$ cat src/logic/router_regs_settings.svh
// Router register block build constants
// Port counts, word widths and the values reported in the parameter registers
`ifndef ROUTER_REGS_SETTINGS_SVH
`define ROUTER_REGS_SETTINGS_SVH

//////////////////////////////////////////////////
// Port counts

`define RR_NUM_ING_PORTS   4      // Ingress ports
`define RR_NUM_EGR_PORTS   4      // Egress ports

//////////////////////////////////////////////////
// Word widths

`define RR_CNT_WIDTH       32     // One statistics counter
`define RR_DATA_WIDTH      32     // Register bus data
`define RR_ADDR_WIDTH      8      // Register bus word address

//////////////////////////////////////////////////
// Reported router parameters

`define RR_MTU_BYTES       1500   // PARAMS1, low 16 bits
`define RR_BUS_DATA_BYTES  64     // PARAMS0, datapath width in bytes

//////////////////////////////////////////////////
// Counters per port

`define RR_NUM_EXT_CNTS    3      // Packet, byte and error counts from the port
`define RR_NUM_ING_EVENTS  2      // Async FIFO overflow, buffer overflow
`define RR_NUM_EGR_EVENTS  1      // Buffer-full drop

`endif

$ cat src/logic/router_regs_pkg.sv
// Router register block shared types
// Bus and counter words, register map and counter selector encodings
`default_nettype none

`include "router_regs_settings.svh"

package router_regs_pkg;

    //////////////////////////////////////////////////
    // Word types

    typedef logic [`RR_DATA_WIDTH-1:0] reg_word_t;   // One bus data word
    typedef logic [`RR_CNT_WIDTH-1:0]  cnt_word_t;   // One statistics counter

    //////////////////////////////////////////////////
    // Register map

    // Word addresses, one register per word
    typedef enum logic [`RR_ADDR_WIDTH-1:0] {
        ADDR_PARAMS0 = 0,       // Bus bytes, egress and ingress port counts
        ADDR_PARAMS1,           // MTU in bytes
        ADDR_ING_ENABLE_CON,    // Ingress port enables, reset to ones
        ADDR_EGR_ENABLE_CON,    // Egress port enables, reset to ones
        ADDR_ING_ENABLE_STAT,   // Ingress connected status
        ADDR_EGR_ENABLE_STAT,   // Egress connected status
        ADDR_ING_SAMPLE_CON,    // Rising bit samples that ingress port
        ADDR_ING_READ_SEL,      // Port in 15..8, counter in 7..0
        ADDR_ING_READ_DATA,     // Selected ingress snapshot word
        ADDR_EGR_SAMPLE_CON,    // Rising bit samples that egress port
        ADDR_EGR_READ_SEL,      // Port in 15..8, counter in 7..0
        ADDR_EGR_READ_DATA,     // Selected egress snapshot word
        ADDR_REG_COUNT          // First undefined address
    } reg_addr_e;

    //////////////////////////////////////////////////
    // Counter selectors

    // Low three follow the external count order on every port
    // Local drop events start right after them
    typedef enum logic [7:0] {
        CNT_PKT  = 0,   // Packets seen, errored ones included
        CNT_BYTE = 1,   // Bytes seen, errored packets included
        CNT_ERR  = 2,   // Packets flagged errored by the MAC
        CNT_EVT0 = 3,   // Ingress async FIFO overflow, egress buffer-full drop
        CNT_EVT1 = 4    // Ingress buffer overflow
    } cnt_sel_e;

endpackage

`default_nettype wire

$ cat src/logic/port_stats_if.sv
// Link between the register responder and one statistics bank
// Sample levels and readback selects go out, the selected snapshot word comes back
`default_nettype none

`include "router_regs_settings.svh"

interface port_stats_if
    import router_regs_pkg::*;
#(
    parameter int NUM_PORTS  = 4,
    parameter int NUM_EVENTS = 1
);

    localparam int NUM_CNTS = `RR_NUM_EXT_CNTS + NUM_EVENTS;   // Words per port snapshot

    logic [NUM_PORTS-1:0] sample_con;      // Sample bit per port, level
    logic [7:0]           read_port_sel;   // Port of the readback word
    cnt_sel_e             read_cnt_sel;    // Counter of the readback word
    cnt_word_t            read_data;       // Selected snapshot word
    logic                 sel_valid;       // Both selects within this bank

    // Out of range on either select reads back zero
    assign sel_valid = (int'(read_port_sel) < NUM_PORTS) &&
                       (int'(read_cnt_sel) < NUM_CNTS);

    modport regs (
        output sample_con,
        output read_port_sel,
        output read_cnt_sel,
        input  read_data
    );

    modport bank (
        input  sample_con,
        input  read_port_sel,
        input  read_cnt_sel,
        input  sel_valid,
        output read_data
    );

endinterface

`default_nettype wire

$ cat src/logic/port_stats_bank.sv
// Per-port statistics bank
// Counts local drop events, captures snapshots on sample rise, returns selected word
`default_nettype none

`include "router_regs_settings.svh"

module port_stats_bank
    import router_regs_pkg::*;
#(
    parameter int NUM_PORTS  = 4,
    parameter int NUM_EVENTS = 1
) (
    input  logic                                          core_clk_ifc,
    input  logic                                          interconnect_sreset_core,
    input  cnt_word_t [NUM_PORTS-1:0][`RR_NUM_EXT_CNTS-1:0] ext_cnts,   // Pkt, byte, err
    input  logic [NUM_PORTS-1:0][NUM_EVENTS-1:0]          events,     // Drop strobes
    output logic [NUM_PORTS-1:0]                          cnts_clear, // One pulse per sample
    port_stats_if.bank                                    stats
);

    //////////////////////////////////////////////////
    // Sizes

    localparam int NUM_CNTS   = `RR_NUM_EXT_CNTS + NUM_EVENTS;
    localparam int PORT_IDX_W = (NUM_PORTS > 1) ? $clog2(NUM_PORTS) : 1;
    localparam int CNT_IDX_W  = $clog2(NUM_CNTS);   // At least 4 words, so 2 bits or more

    //////////////////////////////////////////////////
    // Declarations

    logic [NUM_PORTS-1:0] sample_d1;     // Sample bits, first stage
    logic [NUM_PORTS-1:0] sample_d2;     // Previous value for edge detect
    logic [NUM_PORTS-1:0] sample_rise;

    logic [NUM_PORTS-1:0][NUM_EVENTS-1:0] events_d;
    logic [NUM_PORTS-1:0][NUM_EVENTS-1:0] event_rise;

    cnt_word_t [NUM_PORTS-1:0][NUM_EVENTS-1:0] event_cnt;   // Running local drop counts
    cnt_word_t [NUM_PORTS-1:0][NUM_CNTS-1:0]   snapshot;    // Captured words per port

    logic [PORT_IDX_W-1:0] port_idx;
    logic [CNT_IDX_W-1:0]  cnt_idx;

    //////////////////////////////////////////////////
    // Edge detection

    assign sample_rise = sample_d1 & ~sample_d2;   // 0 to 1 of a sample bit
    assign event_rise  = events & ~events_d;       // One count per event edge

    //////////////////////////////////////////////////
    // Counting and capture

    always_ff @(posedge core_clk_ifc) begin
        if (interconnect_sreset_core) begin
            sample_d1  <= '0;
            sample_d2  <= '0;
            events_d   <= '0;
            event_cnt  <= '0;
            snapshot   <= '0;
            cnts_clear <= '0;
        end else begin
            sample_d1  <= stats.sample_con;
            sample_d2  <= sample_d1;
            events_d   <= events;
            cnts_clear <= sample_rise;   // High the cycle after capture

            for (int p = 0; p < NUM_PORTS; p++) begin
                if (sample_rise[p]) begin
                    // External counts keep cnt_sel_e order
                    for (int c = 0; c < `RR_NUM_EXT_CNTS; c++) begin
                        snapshot[p][c] <= ext_cnts[p][c];
                    end
                    // Local counts follow, then restart from zero
                    for (int e = 0; e < NUM_EVENTS; e++) begin
                        snapshot[p][`RR_NUM_EXT_CNTS + e] <= event_cnt[p][e];
                        event_cnt[p][e]                  <= '0;
                    end
                end else begin
                    for (int e = 0; e < NUM_EVENTS; e++) begin
                        if (event_rise[p][e]) begin
                            event_cnt[p][e] <= event_cnt[p][e] + cnt_word_t'(1);   // Wraps
                        end
                    end
                end
            end
        end
    end

    //////////////////////////////////////////////////
    // Readback

    assign port_idx = stats.read_port_sel[PORT_IDX_W-1:0];
    assign cnt_idx  = stats.read_cnt_sel[CNT_IDX_W-1:0];

    // Pure function of selects and stored words
    assign stats.read_data = stats.sel_valid ? snapshot[port_idx][cnt_idx] : '0;

    //////////////////////////////////////////////////
    // Checks

    // Sample stages keep a rise to a single cycle
    for (genvar p = 0; p < NUM_PORTS; p++) begin : g_clear_chk
        assert property (@(posedge core_clk_ifc) disable iff (interconnect_sreset_core)
            cnts_clear[p] |=> !cnts_clear[p])
            else $error("cnts_clear held two cycles on port %0d", p);
    end

endmodule

`default_nettype wire

$ cat src/logic/reg_bus_responder.sv
// Register bus responder for the router control block
// Holds the control registers, decodes strobes and answers one cycle later
`default_nettype none

`include "router_regs_settings.svh"

module reg_bus_responder
    import router_regs_pkg::*;
(
    input  logic                          core_clk_ifc,
    input  logic                          interconnect_sreset_core,
    input  logic                          rd_en,
    input  logic                          wr_en,
    input  logic [`RR_ADDR_WIDTH-1:0]     addr,
    input  reg_word_t                     wr_data,
    output reg_word_t                     rd_data,    // Valid with rd_valid
    output logic                          rd_valid,
    output logic                          wr_ack,
    output logic                          resp_err,   // Undefined address
    input  logic [`RR_NUM_ING_PORTS-1:0]  ing_ports_connected,
    input  logic [`RR_NUM_EGR_PORTS-1:0]  egr_ports_connected,
    output logic [`RR_NUM_ING_PORTS-1:0]  ing_ports_enable,
    output logic [`RR_NUM_EGR_PORTS-1:0]  egr_ports_enable,
    port_stats_if.regs                    ing_stats,
    port_stats_if.regs                    egr_stats
);

    localparam int NI = `RR_NUM_ING_PORTS;
    localparam int NE = `RR_NUM_EGR_PORTS;

    // Fixed parameter words
    localparam reg_word_t PARAMS0_WORD = {8'd0, 8'(`RR_BUS_DATA_BYTES), 8'(NE), 8'(NI)};
    localparam reg_word_t PARAMS1_WORD = {16'd0, 16'(`RR_MTU_BYTES)};

    //////////////////////////////////////////////////
    // Register storage

    logic [NI-1:0] ing_enable_con;     // Port bits only, upper bits read zero
    logic [NE-1:0] egr_enable_con;
    logic [NI-1:0] ing_enable_stat;
    logic [NE-1:0] egr_enable_stat;
    logic [NI-1:0] ing_sample_con;
    logic [NE-1:0] egr_sample_con;
    logic [7:0]    ing_port_sel;
    logic [7:0]    egr_port_sel;
    cnt_sel_e      ing_cnt_sel;
    cnt_sel_e      egr_cnt_sel;

    logic          addr_undef;
    reg_word_t     rd_mux;

    assign addr_undef = (addr >= ADDR_REG_COUNT);

    always_ff @(posedge core_clk_ifc) begin
        if (interconnect_sreset_core) begin
            rd_valid         <= 1'b0;
            wr_ack           <= 1'b0;
            resp_err         <= 1'b0;
            ing_enable_con   <= '1;       // All ports on out of reset
            egr_enable_con   <= '1;
            ing_ports_enable <= '1;
            egr_ports_enable <= '1;
            ing_enable_stat  <= '0;
            egr_enable_stat  <= '0;
            ing_sample_con   <= '0;
            egr_sample_con   <= '0;
            ing_port_sel     <= '0;
            egr_port_sel     <= '0;
            ing_cnt_sel      <= CNT_PKT;
            egr_cnt_sel      <= CNT_PKT;
        end else begin
            rd_valid <= rd_en;                         // Fixed one-cycle response
            wr_ack   <= wr_en;
            resp_err <= (rd_en | wr_en) & addr_undef;

            ing_ports_enable <= ing_enable_con;        // Registered copies of CON
            egr_ports_enable <= egr_enable_con;
            ing_enable_stat  <= ing_ports_connected;
            egr_enable_stat  <= egr_ports_connected;

            // Read-only and undefined addresses fall through
            if (wr_en) begin
                case (addr)
                    ADDR_ING_ENABLE_CON: ing_enable_con <= wr_data[NI-1:0];
                    ADDR_EGR_ENABLE_CON: egr_enable_con <= wr_data[NE-1:0];
                    ADDR_ING_SAMPLE_CON: ing_sample_con <= wr_data[NI-1:0];
                    ADDR_EGR_SAMPLE_CON: egr_sample_con <= wr_data[NE-1:0];
                    ADDR_ING_READ_SEL: begin
                        ing_port_sel <= wr_data[15:8];
                        ing_cnt_sel  <= cnt_sel_e'(wr_data[7:0]);
                    end
                    ADDR_EGR_READ_SEL: begin
                        egr_port_sel <= wr_data[15:8];
                        egr_cnt_sel  <= cnt_sel_e'(wr_data[7:0]);
                    end
                    default: ;
                endcase
            end
        end
    end

    //////////////////////////////////////////////////
    // Read path

    always_comb begin
        rd_mux = '0;   // Undefined addresses read zero
        case (addr)
            ADDR_PARAMS0:         rd_mux = PARAMS0_WORD;
            ADDR_PARAMS1:         rd_mux = PARAMS1_WORD;
            ADDR_ING_ENABLE_CON:  rd_mux = reg_word_t'(ing_enable_con);
            ADDR_EGR_ENABLE_CON:  rd_mux = reg_word_t'(egr_enable_con);
            ADDR_ING_ENABLE_STAT: rd_mux = reg_word_t'(ing_enable_stat);
            ADDR_EGR_ENABLE_STAT: rd_mux = reg_word_t'(egr_enable_stat);
            ADDR_ING_SAMPLE_CON:  rd_mux = reg_word_t'(ing_sample_con);
            ADDR_ING_READ_SEL:    rd_mux = {16'd0, ing_port_sel, 8'(ing_cnt_sel)};
            ADDR_ING_READ_DATA:   rd_mux = reg_word_t'(ing_stats.read_data);
            ADDR_EGR_SAMPLE_CON:  rd_mux = reg_word_t'(egr_sample_con);
            ADDR_EGR_READ_SEL:    rd_mux = {16'd0, egr_port_sel, 8'(egr_cnt_sel)};
            ADDR_EGR_READ_DATA:   rd_mux = reg_word_t'(egr_stats.read_data);
            default:              rd_mux = '0;
        endcase
    end

    always_ff @(posedge core_clk_ifc) begin
        if (rd_en) begin
            rd_data <= rd_mux;
        end
    end

    // Levels to the statistics banks
    assign ing_stats.sample_con    = ing_sample_con;
    assign ing_stats.read_port_sel = ing_port_sel;
    assign ing_stats.read_cnt_sel  = ing_cnt_sel;
    assign egr_stats.sample_con    = egr_sample_con;
    assign egr_stats.read_port_sel = egr_port_sel;
    assign egr_stats.read_cnt_sel  = egr_cnt_sel;

    //////////////////////////////////////////////////
    // Checks

    assert property (@(posedge core_clk_ifc) disable iff (interconnect_sreset_core)
        !(rd_en && wr_en))
        else $error("Read and write strobes together");

    // Every read response traces back to a strobe
    assert property (@(posedge core_clk_ifc) disable iff (interconnect_sreset_core)
        rd_valid |-> $past(rd_en))
        else $error("rd_valid without a read strobe");

endmodule

`default_nettype wire

$ cat src/logic/router_regs_top.sv
// Router control and statistics register block
// Register responder plus one statistics bank per direction
`default_nettype none

`include "router_regs_settings.svh"

module router_regs_top
    import router_regs_pkg::*;
(
    input  logic                                                   core_clk_ifc,
    input  logic                                                   interconnect_sreset_core,
    // Register bus
    input  logic                                                   rd_en,
    input  logic                                                   wr_en,
    input  logic [`RR_ADDR_WIDTH-1:0]                              addr,
    input  reg_word_t                                              wr_data,
    output reg_word_t                                              rd_data,
    output logic                                                   rd_valid,
    output logic                                                   wr_ack,
    output logic                                                   resp_err,
    // Ingress ports
    output logic [`RR_NUM_ING_PORTS-1:0]                           ing_ports_enable,
    input  logic [`RR_NUM_ING_PORTS-1:0]                           ing_ports_connected,
    input  cnt_word_t [`RR_NUM_ING_PORTS-1:0][`RR_NUM_EXT_CNTS-1:0] ing_ext_cnts,
    input  logic [`RR_NUM_ING_PORTS-1:0][`RR_NUM_ING_EVENTS-1:0]   ing_events,
    output logic [`RR_NUM_ING_PORTS-1:0]                           ing_cnts_clear,
    // Egress ports
    output logic [`RR_NUM_EGR_PORTS-1:0]                           egr_ports_enable,
    input  logic [`RR_NUM_EGR_PORTS-1:0]                           egr_ports_connected,
    input  cnt_word_t [`RR_NUM_EGR_PORTS-1:0][`RR_NUM_EXT_CNTS-1:0] egr_ext_cnts,
    input  logic [`RR_NUM_EGR_PORTS-1:0][`RR_NUM_EGR_EVENTS-1:0]   egr_events,
    output logic [`RR_NUM_EGR_PORTS-1:0]                           egr_cnts_clear
);

    // One link per direction
    port_stats_if #(.NUM_PORTS(`RR_NUM_ING_PORTS), .NUM_EVENTS(`RR_NUM_ING_EVENTS)) ing_stats_bus ();
    port_stats_if #(.NUM_PORTS(`RR_NUM_EGR_PORTS), .NUM_EVENTS(`RR_NUM_EGR_EVENTS)) egr_stats_bus ();

    reg_bus_responder u_regs (
        .core_clk_ifc, .interconnect_sreset_core,
        .rd_en, .wr_en, .addr, .wr_data, .rd_data, .rd_valid, .wr_ack, .resp_err,
        .ing_ports_connected, .egr_ports_connected, .ing_ports_enable, .egr_ports_enable,
        .ing_stats (ing_stats_bus.regs),
        .egr_stats (egr_stats_bus.regs)
    );

    port_stats_bank #(.NUM_PORTS(`RR_NUM_ING_PORTS), .NUM_EVENTS(`RR_NUM_ING_EVENTS)) u_ing_stats (
        .core_clk_ifc, .interconnect_sreset_core,
        .ext_cnts   (ing_ext_cnts),
        .events     (ing_events),      // Async FIFO overflow, buffer overflow
        .cnts_clear (ing_cnts_clear),
        .stats      (ing_stats_bus.bank)
    );

    port_stats_bank #(.NUM_PORTS(`RR_NUM_EGR_PORTS), .NUM_EVENTS(`RR_NUM_EGR_EVENTS)) u_egr_stats (
        .core_clk_ifc, .interconnect_sreset_core,
        .ext_cnts   (egr_ext_cnts),
        .events     (egr_events),      // Buffer-full drop
        .cnts_clear (egr_cnts_clear),
        .stats      (egr_stats_bus.bank)
    );

endmodule

`default_nettype wire

$ cat config.mk
export PLATFORM = sky130hd
export DESIGN_NAME = router_regs_top
export DESIGN_NICKNAME = d
export VERILOG_FILES = /design/src/logic/router_regs_pkg.sv /design/src/logic/port_stats_if.sv /design/src/logic/port_stats_bank.sv /design/src/logic/reg_bus_responder.sv /design/src/logic/router_regs_top.sv
export VERILOG_INCLUDE_DIRS = /design/src /design/src/logic
export SDC_FILE = /design/constraint.sdc
export NUM_CORES = 2
export LEC_CHECK = 0
export BUFFER_PORTS_ARGS = -buffer_cell sky130_fd_sc_hd__clkbuf_2
export CAP_MARGIN = 20
export CORE_MARGIN = 8
export CORE_UTILIZATION = 45
export DETAILED_ROUTE_END_ITERATION = 8
export PLACE_DENSITY = 0.64
export SLEW_MARGIN = 10
export SYNTH_ARGS = -nofsm -noshare
export SYNTH_HDL_FRONTEND = slang
export SYNTH_SLANG_ARGS = --single-unit
$ cat constraint.sdc
create_clock -name core_clk_ifc -period 3.3 [get_ports core_clk_ifc]
set_clock_uncertainty 0.1 [all_clocks]
set_input_delay 0.99 -clock core_clk_ifc [delete_from_list [all_inputs] [get_ports core_clk_ifc]]
set_output_delay 0.99 -clock core_clk_ifc [all_outputs]
set_load 0.01 [all_outputs]
* After elaboration in Yosys (flattened, before gate mapping)
Index checks and enable logic that the tools add are counted.
** Storage, ports and cells
- Latch bits :: 0
- Register bits :: 1671
- Bits in read-only memories :: 0
- Memories :: 0
- Input bits :: 832
- Output and inout port bits :: 51
- Bits in writable memories :: 0
- Word-level logic and storage cells :: 148
** Operators by class
- Reductions and logical operators :: 17
- Magnitude comparators :: 9
- Div/mod/pow operators :: 0
- Bitwise operators :: 10
- Shift-type cells :: 0
- Add/sub/neg operators :: 12
- Multipliers :: 0
- Equal/unequal tests :: 11
- Mux-type cells :: 11
** Operators by type and width (number)
- adder 32 x 1 -> 32 bit, second input constant :: 12
- one-hot mux 32 bit (12 select lines) :: 1
- binary-select mux 160 bit (select 2 bit) :: 1
- binary-select mux 128 bit (select 2 bit) :: 1
- 2-to-1 mux 160 bit :: 1
- 2-to-1 mux 128 bit :: 1
- 2-to-1 mux 32 bit :: 4
- binary-select mux 32 bit (select 3 bit) :: 1
- binary-select mux 32 bit (select 2 bit) :: 1
- == test 8 x 3 -> 1 bit, second input constant :: 4
- == test 8 x 4 -> 1 bit, second input constant :: 4
- less-than comparator 8 x 3 -> 1 bit, second input constant :: 4
- == test 8 x 2 -> 1 bit, second input constant :: 2
- OR reduction 2 bit :: 8
- bitwise AND 4 bit :: 3
- inverter 4 bit :: 3
- AND reduction 2 bit :: 6
- less-than comparator 2 x 3 -> 1 bit, second input constant :: 3
- bitwise AND 8 bit :: 1
- == test 8 x 1 -> 1 bit, second input constant :: 1
- >= comparator 8 x 4 -> 1 bit, second input constant :: 1
- logical NOT 8 bit :: 1
- inverter 8 bit :: 1
- less-than comparator 3 x 4 -> 1 bit, second input constant :: 1
- other kinds (3) :: 4

* Depth between registers and ports, before layout
- Word-level depth :: 6
- Depth in mapped cells :: 9

* By module
From an unflattened synthesis, not the netlist that was laid out.
** Second synthesis, totals
- Cells, all modules :: 5998
- Area total of the unflattened synthesis :: 66961.7 µm²
** By module, submodules not included
- port_stats_bank at u_ing_stats :: area each 36787.8 µm², instances 1, cells each 3400
- port_stats_bank at u_egr_stats :: area each 25851.0 µm², instances 1, cells each 2208
- reg_bus_responder :: area each 4266.6 µm², instances 1, cells each 381
- router_regs_top :: area each 56.3 µm², instances 1, cells each 9

* Least setup slack after synthesis
OpenSTA, ideal clock, no wires.
- Path type :: in2reg
- From :: input addr[5]
- To :: register u_regs.rd_data[6], data pin
- Path slack :: 361 ps
- Data arrival time :: 2659 ps
- Stages :: 8
- Library setup time :: 180 ps
- Required time :: 3020 ps
- Cells stage by stage :: or4_1 -> clkbuf_2 -> or2_1 -> or2_1 -> buf_2 -> buf_6 -> o22a_1 -> o311ai_1
** On the way
- Longest elaborated chain between the ends :: 2
- Elaborated cells on any way between the ends :: 13
- Those cells by class :: eq/ne: 11; mux: 1; reduce/logical: 1
** Ends and longest elaborated chain
- start, declared :: line router_regs_top.sv:15 : input logic [`RR_ADDR_WIDTH-1:0] addr,
- == test 8 x 4 -> 1 bit, or another cell as far along :: line reg_bus_responder.sv:107 : case (addr)
- one-hot mux 32 bit (12 select lines) * :: line reg_bus_responder.sv:107
- named net u_regs.rd_mux[6] :: line reg_bus_responder.sv:50 : reg_word_t rd_mux;
- end signal, assigned :: line reg_bus_responder.sv:126 : rd_data <= rd_mux;
- end, declared :: line reg_bus_responder.sv:16 : output reg_word_t rd_data,
Mark *: on every way through the listed nets, which the timed path passes. The rest lies on a longest branch.
A chain may end at the register's enable or synchronous reset.

* Worst setup path in the final report
- From :: register u_regs.egr_port_sel[0], in the netlist u_regs.egr_stats.read_port_sel[0]
- To :: register u_regs.rd_data[24], data pin
** On the way
- Longest elaborated chain between the ends :: 6
- Elaborated cells on any way between the ends :: 8
- Those cells by class :: order compare: 1; mux: 6; reduce/logical: 1
** Ends and longest elaborated chain
- start, declared :: line reg_bus_responder.sv:45 : logic [7:0] egr_port_sel;
- start signal, assigned :: line reg_bus_responder.sv:93 : egr_port_sel <= wr_data[15:8];
- binary-select mux 128 bit (select 2 bit) :: line port_stats_bank.sv:96 : assign stats.read_data = stats.sel_valid ? snapshot[port_idx][cnt_idx] : '0;
- 2-to-1 mux 128 bit (not written as such) :: line port_stats_bank.sv:96
- binary-select mux 32 bit (select 2 bit) :: line port_stats_bank.sv:96
- 2-to-1 mux 32 bit (not written as such) :: line port_stats_bank.sv:96
- 2-to-1 mux 32 bit * :: line port_stats_bank.sv:96
- one-hot mux 32 bit (12 select lines) * :: line reg_bus_responder.sv:107
- named net u_regs.rd_mux[24] :: line reg_bus_responder.sv:50
Mark *: on every way through the listed nets, which the timed path passes. The rest lies on a longest branch. The select of a mux whose other input is x is not followed.

==> run summary <==
======================================================================================
Run status .............................................................. complete, no violations
Via count of the first global-routing pass ..............................       51,000
1st-iter DRT viols ......................................................        5,510
Register bit total from synthesis .......................................        1,671
Post-route setup TNS ....................................................         0 ns
Avg Cell Area, Syn ......................................................     11.3 µm²
Number of standard cells after synthesis ................................        5,823
Net Count, Synth ........................................................        6,667
Maximum buffer depth of the clock tree ..................................            3
# clock sinks ...........................................................        1,671
Worst Path Max Fanout ...................................................           30
Worst hold path startpoint .............................................. egr_ext_cnts[213]
Average wire per standard cell ..........................................      29.1 µm
Total number of vias ....................................................       53,700
Final critical path time including I/O delays and setup .................      3.25 ns
Wire length of the first global-routing pass ............................   361,000 µm
Routing usage on met3 ...................................................        8.24%
Total power draw ........................................................     0.0423 W
Worst slew margin .......................................................        29.5%
Number of buffers created by CTS ........................................          172
Fraction of registers with async set/reset ..............................           0%
Clock Latency Late Sink .................................................      0.80 ns
Required time worst endpoint ............................................      3.73 ns
Weighted congestion reported at the end of routability-driven placement .        0.971
Pin count of the biggest net entering global routing ....................           99
Register-to-register path setup slack ...................................      0.05 ns
Die H ...................................................................       398 µm
DRC violation count after routing .......................................            0
Cell area power density .................................................   532 mW/mm²
Standard cell core area .................................................    0.145 mm²
Synth top area share ....................................................        50.0%
Floorplan row count .....................................................          140
Number of failing setup endpoints in the final timing report ............            0
Count of fill cells added during filler insertion .......................       12,500
Met1 usage in global routing ............................................        40.9%
Storage element area ....................................................   0.0338 mm²
Final standard cell utilization of the core .............................        54.8%
Synthesis-to-layout area growth .........................................        21.3%
Die boundary width ......................................................       398 µm
Synth top area cells .................................................... dfxtp_1 50%, a22o_1 16%, mux4_2 8.7%, xnor2_1 2.5%, nor2_1 2.4%
Number of cells upsized or downsized after cts ..........................            0
Top achievable clock speed ..............................................    0.307 GHz
Most used standard cell by instance count after synthesis ...............      dfxtp_1
Worst Tran Pin Value ....................................................      1.05 ns
Total wirelength of the detailed-routed design ..........................   255,000 µm
Floorplan die area ......................................................    0.158 mm²
Yosys cell types ........................................................           70
Element type at the critical path start .................................    flip-flop
Hold buffer count at cts ................................................            0
Setup repair after global routing missed its margin .....................           no
Crit Reg-Reg Startpoint ................................................. u_regs.egr_stats.read_port_sel[0]$_SDFFE_PP0P_
Hold depth ..............................................................            2
Worst-case setup slack after placement ..................................   -0.0883 ns
Worst setup path class ..................................................   reg -> reg
Number of synthesized flops with an enable pin ..........................           32
Maximum level of the CTS H-tree .........................................            4
Worst Hold Margin .......................................................     0.284 ns
Met2 routing resource usage after global routing ........................        45.3%
Final period utilization ................................................        98.6%
GRT busiest layer .......................................................         met2
Net count reported at finish ............................................        7,504
Sort of element at the end of the critical path .........................    flip-flop
DPL Wire Length .........................................................   194,000 µm
Router iterations before antenna repair .................................            6
Initial antenna violation count .........................................           63
Type of the worst min-delay path ........................................    in -> reg
Most used flip-flop cell after synthesis ................................      dfxtp_1
Port Buffer Count .......................................................          866
Overflow left after global routing ......................................            0
Total I/O pin count .....................................................          883
Leakage Power ...........................................................      30.3 nW
Yosys warnings ..........................................................            0
Clock slew seen by the registers of the worst setup and hold paths ......      0.06 ns
Worst min-delay path endpoint ........................................... u_egr_stats.snapshot[277]$_SDFFE_PP0P_
Depth of the worst register-to-register path ............................            6
Multi-input gate area in the final layout ...............................   0.0298 mm²
Initial Util ............................................................        45.2%
Total count of hold-check failures in the final report ..................            0
Total count of max-transition violations in the final report ............            0
Average via count per standard cell .....................................         6.13
Post-synthesis cell type with the largest combined area .................      dfxtp_1
Summed instance area of the synthesized netlist .........................   0.0656 mm²
Proportion of synthesized chip area in sequential cells .................        51.5%
Fraction of layout cells with a size suffix above 1 .....................        26.1%
Number of max-cap violations ............................................            0
Remaining number of nets flagged by the antenna check after routing .....            0
Leading cell types by count after synthesis ............................. 1,639 x dfxtp_1, 1,167 x a22o_1, 425 x nor2_1, 362 x clkbuf_1, 253 x mux4_2
Total setup buffers inserted after CTS ..................................            0
Reg-to-reg endpoint ..................................................... u_regs.rd_data[24]$_DFFE_PP_
Worst IR Drop VDD .......................................................     0.420 mV
Final setup slack of the worst path .....................................    0.0456 ns
Data arrival time at the worst-slack endpoint ...........................      3.68 ns
Clock tree from TritonCTS ...............................................        built
Root Buffer Master ......................................................    clkbuf_16
Global-route total usage across every layer .............................        30.6%
======================================================================================
## stage by stage
| stage | std cells | cell area (µm²) |
|---|---|---|
| floorplan | 5823 | 65600 |
| global placement | 8403 | 73400 |
| global route | 8751 | 79500 |
| CTS | 8722 | 79500 |
| detailed placement | 8403 | 73400 |
| finish | 8763 | 79600 |
## registers in the layout (all words and copies together), names as in the netlist, 8 cells and up
name and flops:
u_ing_stats.snapshot 640, u_egr_stats.event_cnt 128, u_regs.ing_stats.read_port_sel 8, u_regs.rd_data 32, u_ing_stats.event_cnt 256, u_egr_stats.snapshot 512
u_regs.egr_stats.read_cnt_sel 8, u_regs.egr_stats.read_port_sel 8, u_ing_stats.events_d 8, u_regs.ing_stats.read_cnt_sel 8
## critical path, cell delays in order, from the launching register on
cell and delay [ns]:
dfxtp_4 0.82, mux4_2 0.69, nor2b_1 0.17, a211oi_1 0.59, buf_4 0.23, a21oi_1 0.07
a22o_1 0.26
## area by class of cell
class | count | area share (%)
Timing Repair Buffer | 1132 | 8.99
Clock inverter | 74 | 1.30
Inverter | 70 | 0.330
Tap cell | 1917 | 3.01
Multi-Input combinational cell | 3613 | 37.4
Sequential cell | 1671 | 42.5
Clock buffer | 245 | 6.31
Antenna cell | 41 | 0.129
## worst max path at each step
stage / start / to / cells past startpoint
3_3_place_gp: addr[5] / u_regs.rd_data[22]$_DFFE_PP_ / 6
6_report: u_regs.egr_stats.read_port_sel[0]$_SDFFE_PP0P_ / u_regs.rd_data[24]$_DFFE_PP_ / 6
3_5_place_dp: addr[5] / u_regs.rd_data[2]$_DFFE_PP_ / 8
4_1_cts: u_regs.egr_stats.read_port_sel[0]$_SDFFE_PP0P_ / u_regs.rd_data[24]$_DFFE_PP_ / 6
5_1_grt: u_regs.egr_stats.read_port_sel[0]$_SDFFE_PP0P_ / u_regs.rd_data[24]$_DFFE_PP_ / 6
2_1_floorplan: addr[5] / u_regs.rd_data[6]$_DFFE_PP_ / 8
## layer usage
layer,part of all wire (%),wire length [µm]
met1,40,103000
met2,44,111000
met3,10,26400
met4,5.6,14300
met5,0.058,147
## power by group
| group | switching [W] | internal (W) | leakage, nW |
|---|---|---|---|
| registers | 0.0000772 | 0.0203 | 13.5 |
| clock network | 0.00850 | 0.0121 | 2.99 |
| logic | 0.000826 | 0.000544 | 13.7 |
## cell usage in the layout (no fill, tap or decap), drive strengths merged, types with 42 or more instances in the layout
cell type	n
a21oi	111
a22o	1167
and4	42
buf	267
clkbuf	1110
clkinv	48
dfxtp	1639
inv	75
mux2	42
mux2i	120
mux4	253
nand2	213
nand3	131
nand4	105
nor2	426
nor2b	79
nor3	89
nor4	70
o21ai	74
or3	49
xnor2	188
xor2	121
## cell families (layout without fill, tap and decap cells)
| kind of cell | after synthesis | count (layout) | synth area share (%) |
|---|---|---|---|
| adders and majority gates | 12 | 12 | 0.229 |
| muxes | 415 | 415 | 11.2 |
| and+or+nand+nor | 1356 | 1356 | 10.6 |
| xor gates and xnor gates | 309 | 309 | 4.13 |
| other | 0 | 41 | 0 |
| AOI/OAI and AO/OA | 1521 | 1521 | 19.1 |
| DFF | 1671 | 1671 | 51.5 |
| buffers and inverters | 539 | 1521 | 3.28 |
No activity file was read; power rests on OpenSTA's default activity.
